## src/cpu_pkg.sv

```systemverilog
package cpu_pkg;

   localparam int DATA_W    = 16;
   localparam int REG_SEL_W = 3;
   localparam int OPCODE_W  = 6;
   localparam int COND_W    = 4;
   localparam int NUM_REGS  = 8;
   localparam int STAGE_W   = 3;

   localparam logic [DATA_W-1:0] RESET_PC = '0;

   // last stage of each phase or instruction
   localparam logic [STAGE_W-1:0] STAGE_FIRST    = 3'd1;
   localparam logic [STAGE_W-1:0] FETCH_STAGES   = 3'd2;
   localparam logic [STAGE_W-1:0] LOADN_STAGES   = 3'd2;
   localparam logic [STAGE_W-1:0] LOAD_STAGES    = 3'd4;
   localparam logic [STAGE_W-1:0] STORE_STAGES   = 3'd5;
   localparam logic [STAGE_W-1:0] MOV_STAGES     = 3'd2;
   localparam logic [STAGE_W-1:0] JMP_STAGES     = 3'd3;
   localparam logic [STAGE_W-1:0] OUTCHAR_STAGES = 3'd3;
   localparam logic [STAGE_W-1:0] ALU_DONE_STAGE = 3'd6;

   // strobe points inside an instruction
   localparam logic [STAGE_W-1:0] STORE_WE_STAGE     = 3'd4;
   localparam logic [STAGE_W-1:0] VIDEO_STROBE_STAGE = 3'd2;

   typedef enum logic [OPCODE_W-1:0] {
      LOADN   = 6'b111000,
      LOAD    = 6'b110000,
      STORE   = 6'b110001,
      MOV     = 6'b110011,
      OUTCHAR = 6'b110010,
      JMP     = 6'b000010,
      ADD     = 6'b100000,
      SUB     = 6'b100001,
      MUL     = 6'b100010,
      DIV     = 6'b100011,
      MOD     = 6'b100101,
      AND     = 6'b010010,
      OR      = 6'b010011,
      XOR     = 6'b010100,
      CMP     = 6'b010110
   } opcode_e;

   typedef enum logic [COND_W-1:0] {
      COND_ALWAYS   = 4'd0,
      COND_EQ       = 4'd1,
      COND_NE       = 4'd2,
      COND_ZERO     = 4'd3,
      COND_NONZERO  = 4'd4,
      COND_CARRY    = 4'd5,
      COND_NOCARRY  = 4'd6,
      COND_GREATER  = 4'd7,
      COND_LESSER   = 4'd8,
      COND_GE       = 4'd9,
      COND_LE       = 4'd10,
      COND_OVERFLOW = 4'd11,
      COND_NOOVERFL = 4'd12,
      COND_NEGATIVE = 4'd13,
      COND_DIVZERO  = 4'd14
   } cond_e;

   typedef struct packed {
      opcode_e              opcode;
      logic [REG_SEL_W-1:0] rx;
      logic [REG_SEL_W-1:0] ry;
      logic [REG_SEL_W-1:0] rz;
      logic                 use_carry;
   } arith_fmt_t;

   typedef struct packed {
      logic [REG_SEL_W-1:0] rx;
      logic [REG_SEL_W-1:0] ry;
      logic [3:0]           spare;
   } mem_regs_t;

   typedef struct packed {
      cond_e      cond;
      logic [5:0] spare;
   } jump_fields_t;

   // bits 9:0 of a memory or jump word
   typedef union packed {
      mem_regs_t    regs;
      jump_fields_t jump;
   } mem_fields_u;

   typedef struct packed {
      opcode_e     opcode;
      mem_fields_u f;
   } mem_fmt_t;

   typedef union packed {
      arith_fmt_t arith;
      mem_fmt_t   mem;
   } instr_u;

   typedef struct packed {
      logic       greater;
      logic       lesser;
      logic       equal;
      logic       zero;
      logic       carry;
      logic       overflow;
      logic       divzero;
      logic [1:0] spare_hi;
      logic       negative;
      logic [5:0] spare_lo;
   } flags_t;

   typedef struct packed {
      logic [DATA_W-1:0] addr;
      logic [DATA_W-1:0] wdata;
      logic              we;
   } mem_req_t;

   typedef struct packed {
      logic              enable;
      opcode_e           opcode;
      logic              use_carry;
      logic [DATA_W-1:0] a;
      logic [DATA_W-1:0] b;
   } alu_req_t;

   typedef struct packed {
      logic              strobe;
      logic [DATA_W-1:0] pos;
      logic [DATA_W-1:0] character;
   } video_t;

endpackage

```

## src/register_file.sv

```systemverilog
`timescale 1ns/1ns

module register_file (
   input  logic                          wire_clock,
   input  logic                          resetStage,
   input  logic [cpu_pkg::REG_SEL_W-1:0] rd_a_sel,
   input  logic [cpu_pkg::REG_SEL_W-1:0] rd_b_sel,
   output logic [cpu_pkg::DATA_W-1:0]    rd_a_data,
   output logic [cpu_pkg::DATA_W-1:0]    rd_b_data,
   input  logic                          wr_en,
   input  logic [cpu_pkg::REG_SEL_W-1:0] wr_sel,
   input  logic [cpu_pkg::DATA_W-1:0]    wr_data
);
   import cpu_pkg::*;

   logic [DATA_W-1:0] regs [NUM_REGS];

   always_ff @(posedge wire_clock) begin
      if (resetStage) begin
         for (int i = 0; i < NUM_REGS; i++) begin
            regs[i] <= '0;
         end
      end else if (wr_en) begin
         regs[wr_sel] <= wr_data;
      end
   end

   // reads see the old value during a write cycle
   assign rd_a_data = regs[rd_a_sel];
   assign rd_b_data = regs[rd_b_sel];

endmodule

```

## src/branch_condition.sv

```systemverilog
`timescale 1ns/1ns

module branch_condition (
   input  cpu_pkg::cond_e  cond,
   input  cpu_pkg::flags_t flags,
   output logic            take
);
   import cpu_pkg::*;

   always_comb begin
      case (cond)
         COND_ALWAYS:   take = 1'b1;
         COND_EQ:       take = flags.equal;
         COND_NE:       take = ~flags.equal;
         COND_ZERO:     take = flags.zero;
         COND_NONZERO:  take = ~flags.zero;
         COND_CARRY:    take = flags.carry;
         COND_NOCARRY:  take = ~flags.carry;
         COND_GREATER:  take = flags.greater;
         COND_LESSER:   take = flags.lesser;
         // combined compares
         COND_GE:       take = flags.greater | flags.equal;
         COND_LE:       take = flags.lesser | flags.equal;
         COND_OVERFLOW: take = flags.overflow;
         COND_NOOVERFL: take = ~flags.overflow;
         COND_NEGATIVE: take = flags.negative;
         COND_DIVZERO:  take = flags.divzero;
         default:       take = 1'b0;
      endcase
   end

endmodule

```

## src/instr_sequencer.sv

```systemverilog
`timescale 1ns/1ns

module instr_sequencer (
   input  logic                          wire_clock,
   input  logic                          resetStage,
   output cpu_pkg::mem_req_t             mem,
   input  logic [cpu_pkg::DATA_W-1:0]    mem_rdata,
   output cpu_pkg::alu_req_t             alu,
   input  logic [cpu_pkg::DATA_W-1:0]    alu_result,
   output cpu_pkg::video_t               video,
   output logic [cpu_pkg::REG_SEL_W-1:0] rd_a_sel,
   output logic [cpu_pkg::REG_SEL_W-1:0] rd_b_sel,
   input  logic [cpu_pkg::DATA_W-1:0]    rd_a_data,
   input  logic [cpu_pkg::DATA_W-1:0]    rd_b_data,
   output logic                          wr_en,
   output logic [cpu_pkg::REG_SEL_W-1:0] wr_sel,
   output logic [cpu_pkg::DATA_W-1:0]    wr_data,
   output cpu_pkg::cond_e                cond,
   input  logic                          take
);
   import cpu_pkg::*;

   logic [STAGE_W-1:0] stage;
   logic               executing;
   logic               last_stage;
   logic [DATA_W-1:0]  pc;
   instr_u             ir;
   opcode_e            op;
   logic [DATA_W-1:0]  addr_latch;

   logic [DATA_W-1:0]  mem_addr_q;
   logic [DATA_W-1:0]  mem_wdata_q;
   logic               mem_we_q;
   logic               alu_en_q;
   opcode_e            alu_op_q;
   logic               alu_carry_q;
   logic [DATA_W-1:0]  alu_a_q;
   logic [DATA_W-1:0]  alu_b_q;
   logic               vid_strobe_q;
   logic [DATA_W-1:0]  vid_pos_q;
   logic [DATA_W-1:0]  vid_char_q;

   assign op       = ir.arith.opcode;
   assign rd_a_sel = ir.arith.rx;
   assign rd_b_sel = ir.arith.ry;
   assign cond     = ir.mem.f.jump.cond;

   // end of the current phase
   always_comb begin
      if (!executing) begin
         last_stage = (stage == FETCH_STAGES);
      end else begin
         case (op)
            LOADN:   last_stage = (stage == LOADN_STAGES);
            LOAD:    last_stage = (stage == LOAD_STAGES);
            STORE:   last_stage = (stage == STORE_STAGES);
            MOV:     last_stage = (stage == MOV_STAGES);
            JMP:     last_stage = (stage == JMP_STAGES);
            OUTCHAR: last_stage = (stage == OUTCHAR_STAGES);
            ADD, SUB, MUL, DIV, MOD, AND, OR, XOR, CMP:
               last_stage = (stage == ALU_DONE_STAGE);
            // unknown opcode is a one-stage no-op
            default: last_stage = 1'b1;
         endcase
      end
   end

   // register write port, taken by the register file on this edge
   always_comb begin
      wr_en   = 1'b0;
      wr_sel  = ir.mem.f.regs.rx;
      wr_data = mem_rdata;
      if (executing) begin
         case (op)
            LOADN: wr_en = (stage == LOADN_STAGES);
            LOAD:  wr_en = (stage == LOAD_STAGES);
            MOV: begin
               wr_en   = (stage == STAGE_FIRST);
               wr_data = rd_b_data;
            end
            ADD, SUB, MUL, DIV, MOD, AND, OR, XOR: begin
               wr_en   = (stage == ALU_DONE_STAGE);
               wr_sel  = ir.arith.rz;
               wr_data = alu_result;
            end
            default: wr_en = 1'b0;
         endcase
      end
   end

   // stage counter, pc and strobes
   always_ff @(posedge wire_clock) begin
      if (resetStage) begin
         stage        <= STAGE_FIRST;
         executing    <= 1'b0;
         pc           <= RESET_PC;
         mem_we_q     <= 1'b0;
         alu_en_q     <= 1'b0;
         vid_strobe_q <= 1'b0;
      end else begin
         stage <= last_stage ? STAGE_FIRST : stage + 1'b1;
         if (last_stage) begin
            executing <= ~executing;
         end
         if (!executing) begin
            if (stage == FETCH_STAGES) begin
               pc <= pc + 1'b1;
            end
         end else begin
            case (op)
               LOADN: begin
                  if (stage == LOADN_STAGES) begin
                     pc <= pc + 1'b1;
                  end
               end
               LOAD: begin
                  if (stage == LOAD_STAGES) begin
                     pc <= pc + 1'b1;
                  end
               end
               STORE: begin
                  if (stage == STORE_WE_STAGE) begin
                     mem_we_q <= 1'b1;
                  end
                  if (stage == STORE_STAGES) begin
                     mem_we_q <= 1'b0;
                     pc       <= pc + 1'b1;
                  end
               end
               JMP: begin
                  // target word or skip over it
                  if (stage == 3'd2) begin
                     pc <= take ? mem_rdata : pc + 1'b1;
                  end
               end
               OUTCHAR: begin
                  if (stage == VIDEO_STROBE_STAGE) begin
                     vid_strobe_q <= 1'b1;
                  end
                  if (stage == OUTCHAR_STAGES) begin
                     vid_strobe_q <= 1'b0;
                  end
               end
               ADD, SUB, MUL, DIV, MOD, AND, OR, XOR, CMP: begin
                  if (stage == STAGE_FIRST) begin
                     alu_en_q <= 1'b1;
                  end
                  if (stage == ALU_DONE_STAGE) begin
                     alu_en_q <= 1'b0;
                  end
               end
               default: pc <= pc;
            endcase
         end
      end
   end

   // instruction, address and operand registers
   always_ff @(posedge wire_clock) begin
      if (!executing) begin
         if (stage == STAGE_FIRST) begin
            mem_addr_q <= pc;
         end
         if (stage == FETCH_STAGES) begin
            ir <= mem_rdata;
         end
      end else begin
         case (op)
            LOADN, JMP: begin
               if (stage == STAGE_FIRST) begin
                  mem_addr_q <= pc;
               end
            end
            LOAD, STORE: begin
               if (stage == STAGE_FIRST) begin
                  mem_addr_q <= pc;
               end
               if (stage == 3'd2) begin
                  addr_latch <= mem_rdata;
               end
               if (stage == 3'd3) begin
                  mem_addr_q <= addr_latch;
               end
               if (op == STORE && stage == STORE_WE_STAGE) begin
                  mem_wdata_q <= rd_a_data;
               end
            end
            OUTCHAR: begin
               // settle a cycle ahead of the strobe
               if (stage == STAGE_FIRST) begin
                  vid_pos_q  <= rd_b_data;
                  vid_char_q <= rd_a_data;
               end
            end
            ADD, SUB, MUL, DIV, MOD, AND, OR, XOR, CMP: begin
               if (stage == STAGE_FIRST) begin
                  alu_a_q     <= rd_a_data;
                  alu_b_q     <= rd_b_data;
                  alu_op_q    <= op;
                  alu_carry_q <= (op == ADD || op == SUB) && ir.arith.use_carry;
               end
            end
            default: mem_addr_q <= mem_addr_q;
         endcase
      end
   end

   assign mem = '{addr: mem_addr_q, wdata: mem_wdata_q, we: mem_we_q};

   assign alu = '{enable: alu_en_q, opcode: alu_op_q, use_carry: alu_carry_q,
                  a: alu_a_q, b: alu_b_q};

   assign video = '{strobe: vid_strobe_q, pos: vid_pos_q, character: vid_char_q};

endmodule

```

## src/cpu_core.sv

```systemverilog
`timescale 1ns/1ns

module cpu_core (
   input  logic                       wire_clock,
   input  logic                       resetStage,
   output cpu_pkg::mem_req_t          mem,
   input  logic [cpu_pkg::DATA_W-1:0] mem_rdata,
   output cpu_pkg::alu_req_t          alu,
   input  logic [cpu_pkg::DATA_W-1:0] alu_result,
   input  cpu_pkg::flags_t            flags,
   output cpu_pkg::video_t            video
);
   import cpu_pkg::*;

   logic [REG_SEL_W-1:0] rd_a_sel;
   logic [REG_SEL_W-1:0] rd_b_sel;
   logic [DATA_W-1:0]    rd_a_data;
   logic [DATA_W-1:0]    rd_b_data;
   logic                 wr_en;
   logic [REG_SEL_W-1:0] wr_sel;
   logic [DATA_W-1:0]    wr_data;
   cond_e                cond;
   logic                 take;

   instr_sequencer u_seq (
      .wire_clock (wire_clock),
      .resetStage (resetStage),
      .mem        (mem),
      .mem_rdata  (mem_rdata),
      .alu        (alu),
      .alu_result (alu_result),
      .video      (video),
      .rd_a_sel   (rd_a_sel),
      .rd_b_sel   (rd_b_sel),
      .rd_a_data  (rd_a_data),
      .rd_b_data  (rd_b_data),
      .wr_en      (wr_en),
      .wr_sel     (wr_sel),
      .wr_data    (wr_data),
      .cond       (cond),
      .take       (take)
   );

   register_file u_regs (
      .wire_clock (wire_clock),
      .resetStage (resetStage),
      .rd_a_sel   (rd_a_sel),
      .rd_b_sel   (rd_b_sel),
      .rd_a_data  (rd_a_data),
      .rd_b_data  (rd_b_data),
      .wr_en      (wr_en),
      .wr_sel     (wr_sel),
      .wr_data    (wr_data)
   );

   // flags come straight from the arithmetic unit
   branch_condition u_branch (
      .cond  (cond),
      .flags (flags),
      .take  (take)
   );

endmodule

```

## config.mk

```make
export PLATFORM = sky130hd
export DESIGN_NAME = cpu_core
export DESIGN_NICKNAME = d
export VERILOG_FILES = /design/src/cpu_pkg.sv /design/src/register_file.sv /design/src/branch_condition.sv /design/src/instr_sequencer.sv /design/src/cpu_core.sv
export SDC_FILE = /design/constraint.sdc
export NUM_CORES = 1
export LEC_CHECK = 0
export BUFFER_PORTS_ARGS = -buffer_cell sky130_fd_sc_hd__buf_2
export CORE_MARGIN = 10
export CORE_UTILIZATION = 42
export DETAILED_ROUTE_END_ITERATION = 8
export GPL_ROUTABILITY_DRIVEN = 0
export PLACE_DENSITY_LB_ADDON = 0.3
export RECOVER_POWER = 25
export SLEW_MARGIN = 30
export SYNTH_ARGS = -nofsm -noshare
export SYNTH_HDL_FRONTEND = slang
export SYNTH_HIERARCHICAL = 1
export SYNTH_SLANG_ARGS = --single-unit
```

## constraint.sdc

```tcl
create_clock -name wire_clock -period 9.7 [get_ports wire_clock]
set_input_delay 1.455 -clock wire_clock [delete_from_list [all_inputs] [get_ports wire_clock]]
set_output_delay 1.455 -clock wire_clock [all_outputs]
set_load 0.02 [all_outputs]
```

==> flow_metrics.tcl, run 1 <==
set metrics [dict create \
    fin_crit_ns 4.78 \
    num_vias 8883 \
    syn2layout_area_growth_pct 14.2 \
    placed_cell_area_um2 14700 \
    crit_fanout 39 \
    nNetsFinal 1130 \
    cts_tree "yes" \
    cts_hold_buf 0 \
    route.detailed.drc 0 \
    critPathLaunchType "register" \
    syn_area_per_cell_um2 14.3 \
    grt_pass1_vias 8642 \
    synth_edf_count 263 \
    io_buffer_count 147 \
    die_h_um 201 \
    synth_most_common_cell "edfxtp_1" \
    rsz0062_at_grt "no" \
    required_ns 10.19 \
    arrival_ns 5.27 \
    ios 156 \
    yosys.area.top_type "edfxtp_1" \
    preCtsSetupSlack_ns 4.99 \
    yosys_warnings 6 \
    yosysTopAreaCellShare_pct 57.5 \
    first_pass_iters 5 \
    synth.ff_latch_count 286 \
    critical_path_class "register to register" \
    fp.dieW_um 201 \
    setup_viol 0 \
    wire_per_inst_um 23.6 \
    grt_pass1_wl_mm 54.4 \
    h-tree-depth 1 \
    dieArea_um2 40300 \
    p_leak_nw 5.68 \
    drive_above_1_share_pct 20.9 \
    core_area_um2 32400 \
    yosys-top-cells-area "edfxtp_1, mux4_1, nor3_1" \
    grt_max_degree 69 \
    status "finished, violations left" \
    finalCritPeriodShare_pct 49.3 \
    initial_utilization_pct 42.4 \
    timing_worst_slew_pin_value_ns 2.86 \
    met3_usage_pct 2.99 \
    vias_per_cell 5.78 \
    overflow 0 \
    fillers 2835 \
    synth_cell_types 66 \
    finalMaxSlewViolations 73 \
    ant_nets 0 \
    synth_nets 1019 \
    final_core_util_pct 48.4 \
    skew_ns 0.00622 \
    fp-row-count 66 \
    cts_resized 0 \
    diodes 0 \
    clockBufferDepth 3 \
    relSlewSlack_pct -90.8 \
    failed_checks "capacitance limit, slew limit" \
    synth_ff_type "edfxtp_1" \
    gr-usage-met1_pct 22.4 \
    drt_wl_total_mm 36.2 \
    total_power_mw 2.99 \
    end_kind "register" \
    cts_buffers 29 \
    hold_viol 0 \
    syn_inst 963 \
    setup_ws_ns 4.92 \
    postCtsSetupBuffers 0 \
    cts_root_buf "clkbuf_16" \
    fmax_mhz 209 \
    grtUsageTotal_pct 17.3 \
    peakVddDrop_uv 117 \
    cts_sinks 286 \
    globalRouteMet2Util_pct 29.2 \
    powerDensity_nw_per_um2 191 \
    fin_tns_setup_ns 0 \
    yosys-top-cells-count "edfxtp_1, nor3_1, nand2_1" \
    hp-class "register to register" \
    yosysSeqAreaShare_pct 60.9 \
    cap_violations 2 \
    dp_hpwl_mm 23.9 \
    clock_latency_ns 0.56 \
    async_reset_ff_share_pct 0 \
    drtIter0Drc 915 \
    antenna_found_initial 0 \
    path_clk_slew_ns 0.06 \
    top_usage_layer "met2" \
    synth_area_um2 13700 \
    postLayoutCellArea_um2 15700 \
    ff2ff_setup_slack_ns 4.92 \
]
cell type report:
type	instances	area (µm²)	share of cell area [%]
sequential	286	8360	53.3
multi-input combinational	561	4800	30.6
timing repair buffer	170	893	5.70
clock buffer	31	743	4.74
tap	442	553	3.53
clock inverter	22	223	1.42
inverter	26	97.6	0.623
kinds of logic (layout without fill, tap and decap cells):
logic type	Yosys count	in the layout	synth area share [%]
compound gates	129	129	6.15
buf+inv	116	249	4.39
xor+xnor	6	6	0.383
simple gates	301	301	11.1
mux	119	119	16.5
flops	286	286	60.9
fa+ha+maj	6	6	0.547
final timing paths:
check	startpoint	end	cells after the start
max	u_seq/ir[7]	u_seq/pc[9]	10
min	u_seq/mem_we_q	u_seq/mem_we_q	1
max reg2reg	u_seq/ir[7]	u_seq/pc[9]	10
min reg2reg	u_seq/mem_we_q	u_seq/mem_we_q	1
power breakdown:
group          total, mW  internal (mW)  switching, mW
Clock               1.12          0.660          0.464
Sequential          1.46           1.42         0.0416
Combinational      0.408          0.146          0.262
flip-flops by register name, indices dropped and copies added (netlist names):
| name | flops |
|---|---|
| u_seq/alu_en_q | 1 |
| u_seq/alu_b_q | 16 |
| u_seq/addr_latch | 16 |
| u_seq/executing | 1 |
| u_seq/vid_strobe_q | 1 |
| u_seq/alu_carry_q | 1 |
| u_seq/stage | 3 |
| u_regs/regs | 128 |
| u_seq/vid_pos_q | 16 |
| u_seq/alu_op_q | 6 |
| u_seq/alu_a_q | 16 |
| u_seq/vid_char_q | 16 |
| u_seq/ir | 16 |
| u_seq/pc | 16 |
| u_seq/mem_we_q | 1 |
| u_seq/mem_wdata_q | 16 |
| u_seq/mem_addr_q | 16 |
critical path, cell delays in order (launching register included):
cell,delay [ns]
edfxtp_1,0.34
clkbuf_1,2.03
or3_1,0.30
a21boi_1,0.08
o32a_2,0.42
nand3_1,0.24
o21ai_0,0.15
buf_4,0.23
or4b_2,0.64
a21o_1,0.17
a21oi_1,0.11
layer usage:
metal,routed length (µm),vias up
met5,0,-
met4,870,0
met3,2430,50
met2,17900,337
met1,15000,4460
li1,-,4036
placed cells by master, fill, tap and decap left out, drive strengths merged, types with 5 or more instances in the layout:
master  instances
a21oi          38
nand2b          7
o21bai          8
mux4           64
mux2i          19
buf           150
nor3b           5
a22oi          19
nor2           39
inv            11
clkinv         31
dfxtp          23
clkbuf         51
o21ai          23
a31oi           5
mux2           36
ha              6
nand3          14
nor3          135
nand2          64
edfxtp        263
through the flow:
step           cells  hold WS (ns)
2_1_floorplan    963         0.442
3_5_place_dp    1485         0.459
6_report        1538         0.471
4_1_cts         1538         0.474
5_1_grt         1538         0.504
3_3_place_gp    1484         0.453
Note: power is estimated with default switching activity, not from simulation.
==> run 2: changes to the inputs <==
- clock period: 9.7 -> 4.3 ns (I/O delays scaled with it)
==> flow_metrics.tcl, run 2 (same netlist as run 1, synthesis figures left out) <==
set metrics [dict create \
    hold_viol 0 \
    p_leak_nw 5.42 \
    netSwitchingPower_mw 1.75 \
    dp_hpwl_mm 24.7 \
    mostFrequentLayoutCell "edfxtp_1" \
    setup_ws_ns 0.647 \
    grtUsageTotal_pct 17.5 \
    antenna_found_initial 0 \
    timing_worst_slew_pin_value_ns 1.02 \
    powerDensity_nw_per_um2 438 \
    fp-row-count 66 \
    cts_tree "yes" \
    drt_wl_total_mm 36.9 \
    core_area_um2 32400 \
    io_buffer_count 147 \
    p_sw_share_pct 25.5 \
    ios 156 \
    finalMaxSlewViolations 0 \
    cts_root_buf "clkbuf_16" \
    ant_nets 0 \
    hp-class "input port to register" \
    initial_utilization_pct 42.4 \
    fmax_mhz 274 \
    grt_pass1_vias 8908 \
    clockPowerShare_pct 38.3 \
    cts_buffers 30 \
    cts_hold_buf 0 \
    peakVddDrop_uv 280 \
    combPwrFrac_pct 13.6 \
    grt_pass1_wl_mm 55.4 \
    status "completed" \
    h-tree-depth 1 \
    critPathLaunchType "register" \
    drive_above_1_share_pct 14.7 \
    cts_resized 0 \
    vias_per_cell 5.81 \
    cts_sinks 286 \
    num_vias 9017 \
    wire_per_inst_um 23.8 \
    postLayoutCellArea_um2 15700 \
    diodes 0 \
    setup_viol 0 \
    rsz0062_at_grt "no" \
    worst_hold_slack_ns 0.422 \
    route.detailed.drc 0 \
    crit_family "simple AND/OR/NAND/NOR gates" \
    cpMaxStageDelayCell "or3b_2" \
    overflow 0 \
    arrival_ns 3.89 \
    critical_path_class "register to register" \
    first_pass_iters 7 \
    drtIter0Drc 693 \
    grt_max_degree 41 \
    clock_latency_ns 0.57 \
    end_kind "register" \
    largest_reg_flops 128 \
    path_clk_slew_ns 0.06 \
    syn2layout_area_growth_pct 14.1 \
    cap_violations 0 \
    final_core_util_pct 48.4 \
    dieArea_um2 40300 \
    finalCritPeriodShare_pct 85.0 \
    mostFrequentLayoutCells "edfxtp_1, clkbuf_1, nor3_1, nand2_1, mux4_1" \
    clockBufferDepth 3 \
    crit_chain "clkbuf_1 -> or2_1 -> or4_4 -> o21ai_0 -> nand2_1 -> a21oi_1 -> or3b_2 -> o21bai_1 -> buf_4" \
    relSlewSlack_pct 32.3 \
    postCtsSetupBuffers 0 \
    slowest_delay_ns 0.78 \
    fin_crit_ns 3.65 \
    required_ns 4.54 \
    nNetsFinal 1145 \
    crit_fanout 29 \
    p_int_mw 5.11 \
    fp.dieW_um 201 \
    regMostFlops "u_regs/regs" \
    skew_ns 0.0135 \
    placed_cell_area_um2 14800 \
    fin_tns_setup_ns 0 \
    power_frac_seq_pct 48.0 \
    die_h_um 201 \
    cp_num_buf_inv 2 \
    preCtsSetupSlack_ns 0.725 \
]
==> run 2: routing by layer <==
| metal | vias up | part of all wire, % | GRT usage [%] |
|---|---|---|---|
| li1 | 4065 | - | - |
| met1 | 4494 | 41 | 22.2 |
| met2 | 394 | 48 | 29.0 |
| met3 | 64 | 8.3 | 3.91 |
| met4 | 0 | 3.1 | 6.22 |
| met5 | - | 0 | 0 |
==> run 2: power by group through the flow <==
stage | sequential [mW] | combinational, mW | clock [mW]
6_report | 3.29 | 0.936 | 2.63
5_1_grt | 3.31 | 0.996 | 2.78
4_1_cts | 3.29 | 0.950 | 2.68
3_5_place_dp | 3.35 | 0.946 | 0
3_3_place_gp | 3.34 | 0.936 | 0
2_1_floorplan | 3.37 | 0.600 | 0
==> run 2: layout make-up <==
type                    count  area [µm²]
flip-flops and latches    286        8360
inverters                  26        97.6
repair buffers            184         853
fillers                  2846       16700
clock buffers              35         769
multi-input cells         561        4790
well taps                 442         553
clock inverters            19         231
==> run 2: path summary, 6_finish.rpt <==
kind / slack, ns / endpoint / start / cells after the start
min reg2reg: 0.48 / u_seq/mem_we_q / u_seq/mem_we_q / 1
min: 0.42 / u_seq/addr_latch[7] / mem_rdata[7] / 1
max reg2reg: 0.65 / u_regs/regs[1][3] / u_seq/ir[10] / 9
max: 0.65 / u_regs/regs[1][3] / u_seq/ir[10] / 9
==> run 2: per-stage QoR <==
| step | power, mW | cells |
|---|---|---|
| after floorplan | 3.97 | 963 |
| after global placement | 4.28 | 1499 |
| after detailed placement | 4.30 | 1499 |
| after CTS | 6.93 | 1553 |
| after global routing | 7.09 | 1553 |
| final | 6.86 | 1553 |
==> run 2: worst register-to-register path, cell delays in order, from the launching register on <==
cell      delay [ns]
edfxtp_1        0.35
clkbuf_1        0.27
or2_1           0.36
or4_4           0.44
o21ai_0         0.16
nand2_1         0.08
a21oi_1         0.30
or3b_2          0.78
o21bai_1        0.27
buf_4           0.31
==> run 3: changes to the inputs <==
- ABC_AREA: not set -> 1
- clock period: 4.3 -> 3.7 ns (I/O delays scaled with it)
==> flow_metrics.tcl, run 3 <==
set metrics [dict create \
    status "finished, violations left" \
    failed_checks "capacitance limit, slew limit" \
    p_int_mw 6.45 \
    clockBufferDepth 3 \
    crit_end "u_regs/regs[2][10]" \
    cts_resized 0 \
    synth-xor-area-share_pct 0.472 \
    critical_path_class "register to register" \
    dr_wl_met3_mm 3.69 \
    wire_per_inst_um 19.0 \
    total_power_mw 9.33 \
    end_kind "register" \
    yosys-top-cells-area "edfxtp_1, nand2_1, nand3_1" \
    syn_inst 1764 \
    vias_per_cell 5.31 \
    syn_area_per_cell_um2 8.42 \
    diodes 0 \
    r2r-start "u_seq/stage[0]" \
    synth_edf_count 263 \
    mostFrequentLayoutCells "nand2_1, edfxtp_1, inv_1, nor2_1, nand3_1" \
    powerDensity_nw_per_um2 551 \
    rr_endpoint "u_regs/regs[2][10]" \
    synth.ff_latch_count 286 \
    yosysTopAreaCellShare_pct 53.2 \
    cts_root_buf "clkbuf_16" \
    synth_ff_type "edfxtp_1" \
    worst_hold_slack_ns 0.274 \
    synth_area_um2 14900 \
    synth_most_common_cell "nand2_1" \
    overflow 0 \
    cts_sinks 286 \
    ff2ff_setup_slack_ns 0.52 \
    antenna_found_initial 1 \
    ios 156 \
    cts_buffers 31 \
    synth_simple_gate_area_share_pct 29.5 \
    regMostFlops "u_regs/regs" \
    largest_reg_flops 128 \
    mostFrequentLayoutCell "nand2_1" \
    syn2layout_area_growth_pct 13.9 \
    grtUsageTotal_pct 19.9 \
    core_area_um2 34700 \
    route.detailed.drc 0 \
    clock_latency_ns 0.59 \
    nNetsFinal 1944 \
    setup_viol 0 \
    yosys.area.top_type "edfxtp_1" \
    peakVddDrop_uv 391 \
    synth.area.mux_share_pct 0.227 \
    fp.dieW_um 208 \
    num_vias 12600 \
    arrival_ns 3.29 \
    worstSetupStartpoint "u_seq/stage[0]" \
    die_h_um 208 \
    clockPowerShare_pct 37.2 \
    h-tree-depth 1 \
    power_frac_seq_pct 42.6 \
    skew_ns 0.0300 \
    ant_nets 0 \
    wl_met1_mm 18.4 \
    cts_tree "yes" \
    fp-row-count 68 \
    finalCritPeriodShare_pct 86.0 \
    synthAdderAreaFrac_pct 0.505 \
    top_layer_used "met4" \
    r2r_cells 9 \
    timing_worst_slew_pin_value_ns 1.52 \
    drive_above_1_share_pct 8.89 \
    dp_hpwl_mm 31.1 \
    drt_wl_total_mm 45.0 \
    path_clk_slew_ns 0.06 \
    cts_hold_buf 0 \
    hold_viol 0 \
    p_leak_nw 7.45 \
    critPathLaunchType "register" \
    netSwitchingPower_mw 2.88 \
    synth_top_family_by_area "simple AND/OR/NAND/NOR gates" \
    async_reset_ff_share_pct 0 \
    grt_pass1_wl_mm 68.8 \
    crit_fanout 17 \
    fmax_mhz 314 \
    hp-class "input port to register" \
    first_pass_iters 6 \
    finalMaxSlewViolations 11 \
    postCtsSetupBuffers 0 \
    drtIter0Drc 1210 \
    synth_nets 1820 \
    relSlewSlack_pct -1.59 \
    initial_utilization_pct 42.8 \
    synth_compound_area_share_pct 3.72 \
    grt_max_degree 65 \
    yosys_warnings 6 \
    dieArea_um2 43300 \
    synth_cell_types 41 \
    grt_pass1_vias 12200 \
    rsz0062_at_grt "no" \
    yosysSeqAreaShare_pct 56.3 \
    p_sw_share_pct 30.8 \
    io_buffer_count 147 \
    required_ns 3.81 \
    yosys-top-cells-count "nand2_1, edfxtp_1, inv_1" \
    cap_violations 1 \
    combPwrFrac_pct 20.2 \
    wl_met2_mm 21.1 \
    fin_crit_ns 3.18 \
    fin_tns_setup_ns 0 \
]
run 3: cell types whose count changed in the layout (fill, tap and decap cells not counted), sizes merged, moves of 21 or more:
cell / previous run / this run
mux4: 64 / 0
clkinv: 29 / 8
nand3: 14 / 186
nor2: 39 / 229
nand2: 64 / 623
inv: 11 / 227
nor3: 135 / 6
mux2: 36 / 3
run 3: area by class of cell:
cell class | count | area, µm²
tap | 455 | 569
clock buffer | 40 | 870
inverter | 228 | 857
fill | 3334 | 17800
timing repair buffer | 179 | 861
sequential | 286 | 8360
clock inverter | 18 | 288
multi-input combinational | 1162 | 5110
run 3: cells by family after synthesis:
logic type                 Yosys count
muxes                                3
and+or+nand+nor                   1055
adders and majority gates            6
AOI/OAI and AO/OA                   90
buffers and inverters              316
xor gates and xnor gates             8
DFF                                286
run 3: how the worst min path moves through the flow:
stage	startpoint	end	slack [ns]	depth (start not counted)
2_1_floorplan	u_seq/stage[0]	u_seq/stage[0]	0.42	1
3_3_place_gp	u_seq/stage[0]	u_seq/stage[0]	0.44	1
3_5_place_dp	u_seq/alu_en_q	u_seq/alu_en_q	0.46	2
4_1_cts	mem_rdata[0]	u_seq/ir[0]	0.18	1
5_1_grt	resetStage	u_seq/pc[0]	0.26	2
6_report	resetStage	u_seq/pc[1]	0.27	2
run 3: per-stage QoR:
stage | worst slack (ns) | instances | util, % | instance area, µm²
3_3_place_gp | 0.644 | 2309 | 45.8 | 15900
6_report | 0.516 | 2368 | 48.7 | 16900
3_5_place_dp | 0.618 | 2310 | 45.9 | 15900
4_1_cts | 0.591 | 2368 | 49.2 | 17100
2_1_floorplan | 0.946 | 1764 | - | 14900
5_1_grt | 0.343 | 2368 | 48.7 | 16900
run 3: power groups by stage:
| stage | registers [mW] | logic, mW | clock network, mW |
|---|---|---|---|
| 2_1_floorplan | 4.03 | 1.24 | 0 |
| 3_3_place_gp | 4.03 | 1.83 | 0 |
| 3_5_place_dp | 4.04 | 1.87 | 0 |
| 4_1_cts | 3.97 | 1.88 | 3.52 |
| 5_1_grt | 4.00 | 2.07 | 3.64 |
| 6_report | 3.98 | 1.88 | 3.47 |
run 3: critical path: stages, from the launching register on:
cell	delay, ns
dfxtp_1	0.40
inv_1	0.09
ha_1	0.22
nand2_1	0.34
nor2_1	0.10
o31a_1	0.40
nand2_4	0.13
nor2_4	0.05
nand2_2	0.34
nand2_1	0.64
run 3: layer usage:
metal	track usage, %	vias up
li1	-	5886
met1	25.2	5966
met2	33.0	607
met3	3.35	113
met4	8.12	0
met5	0	-
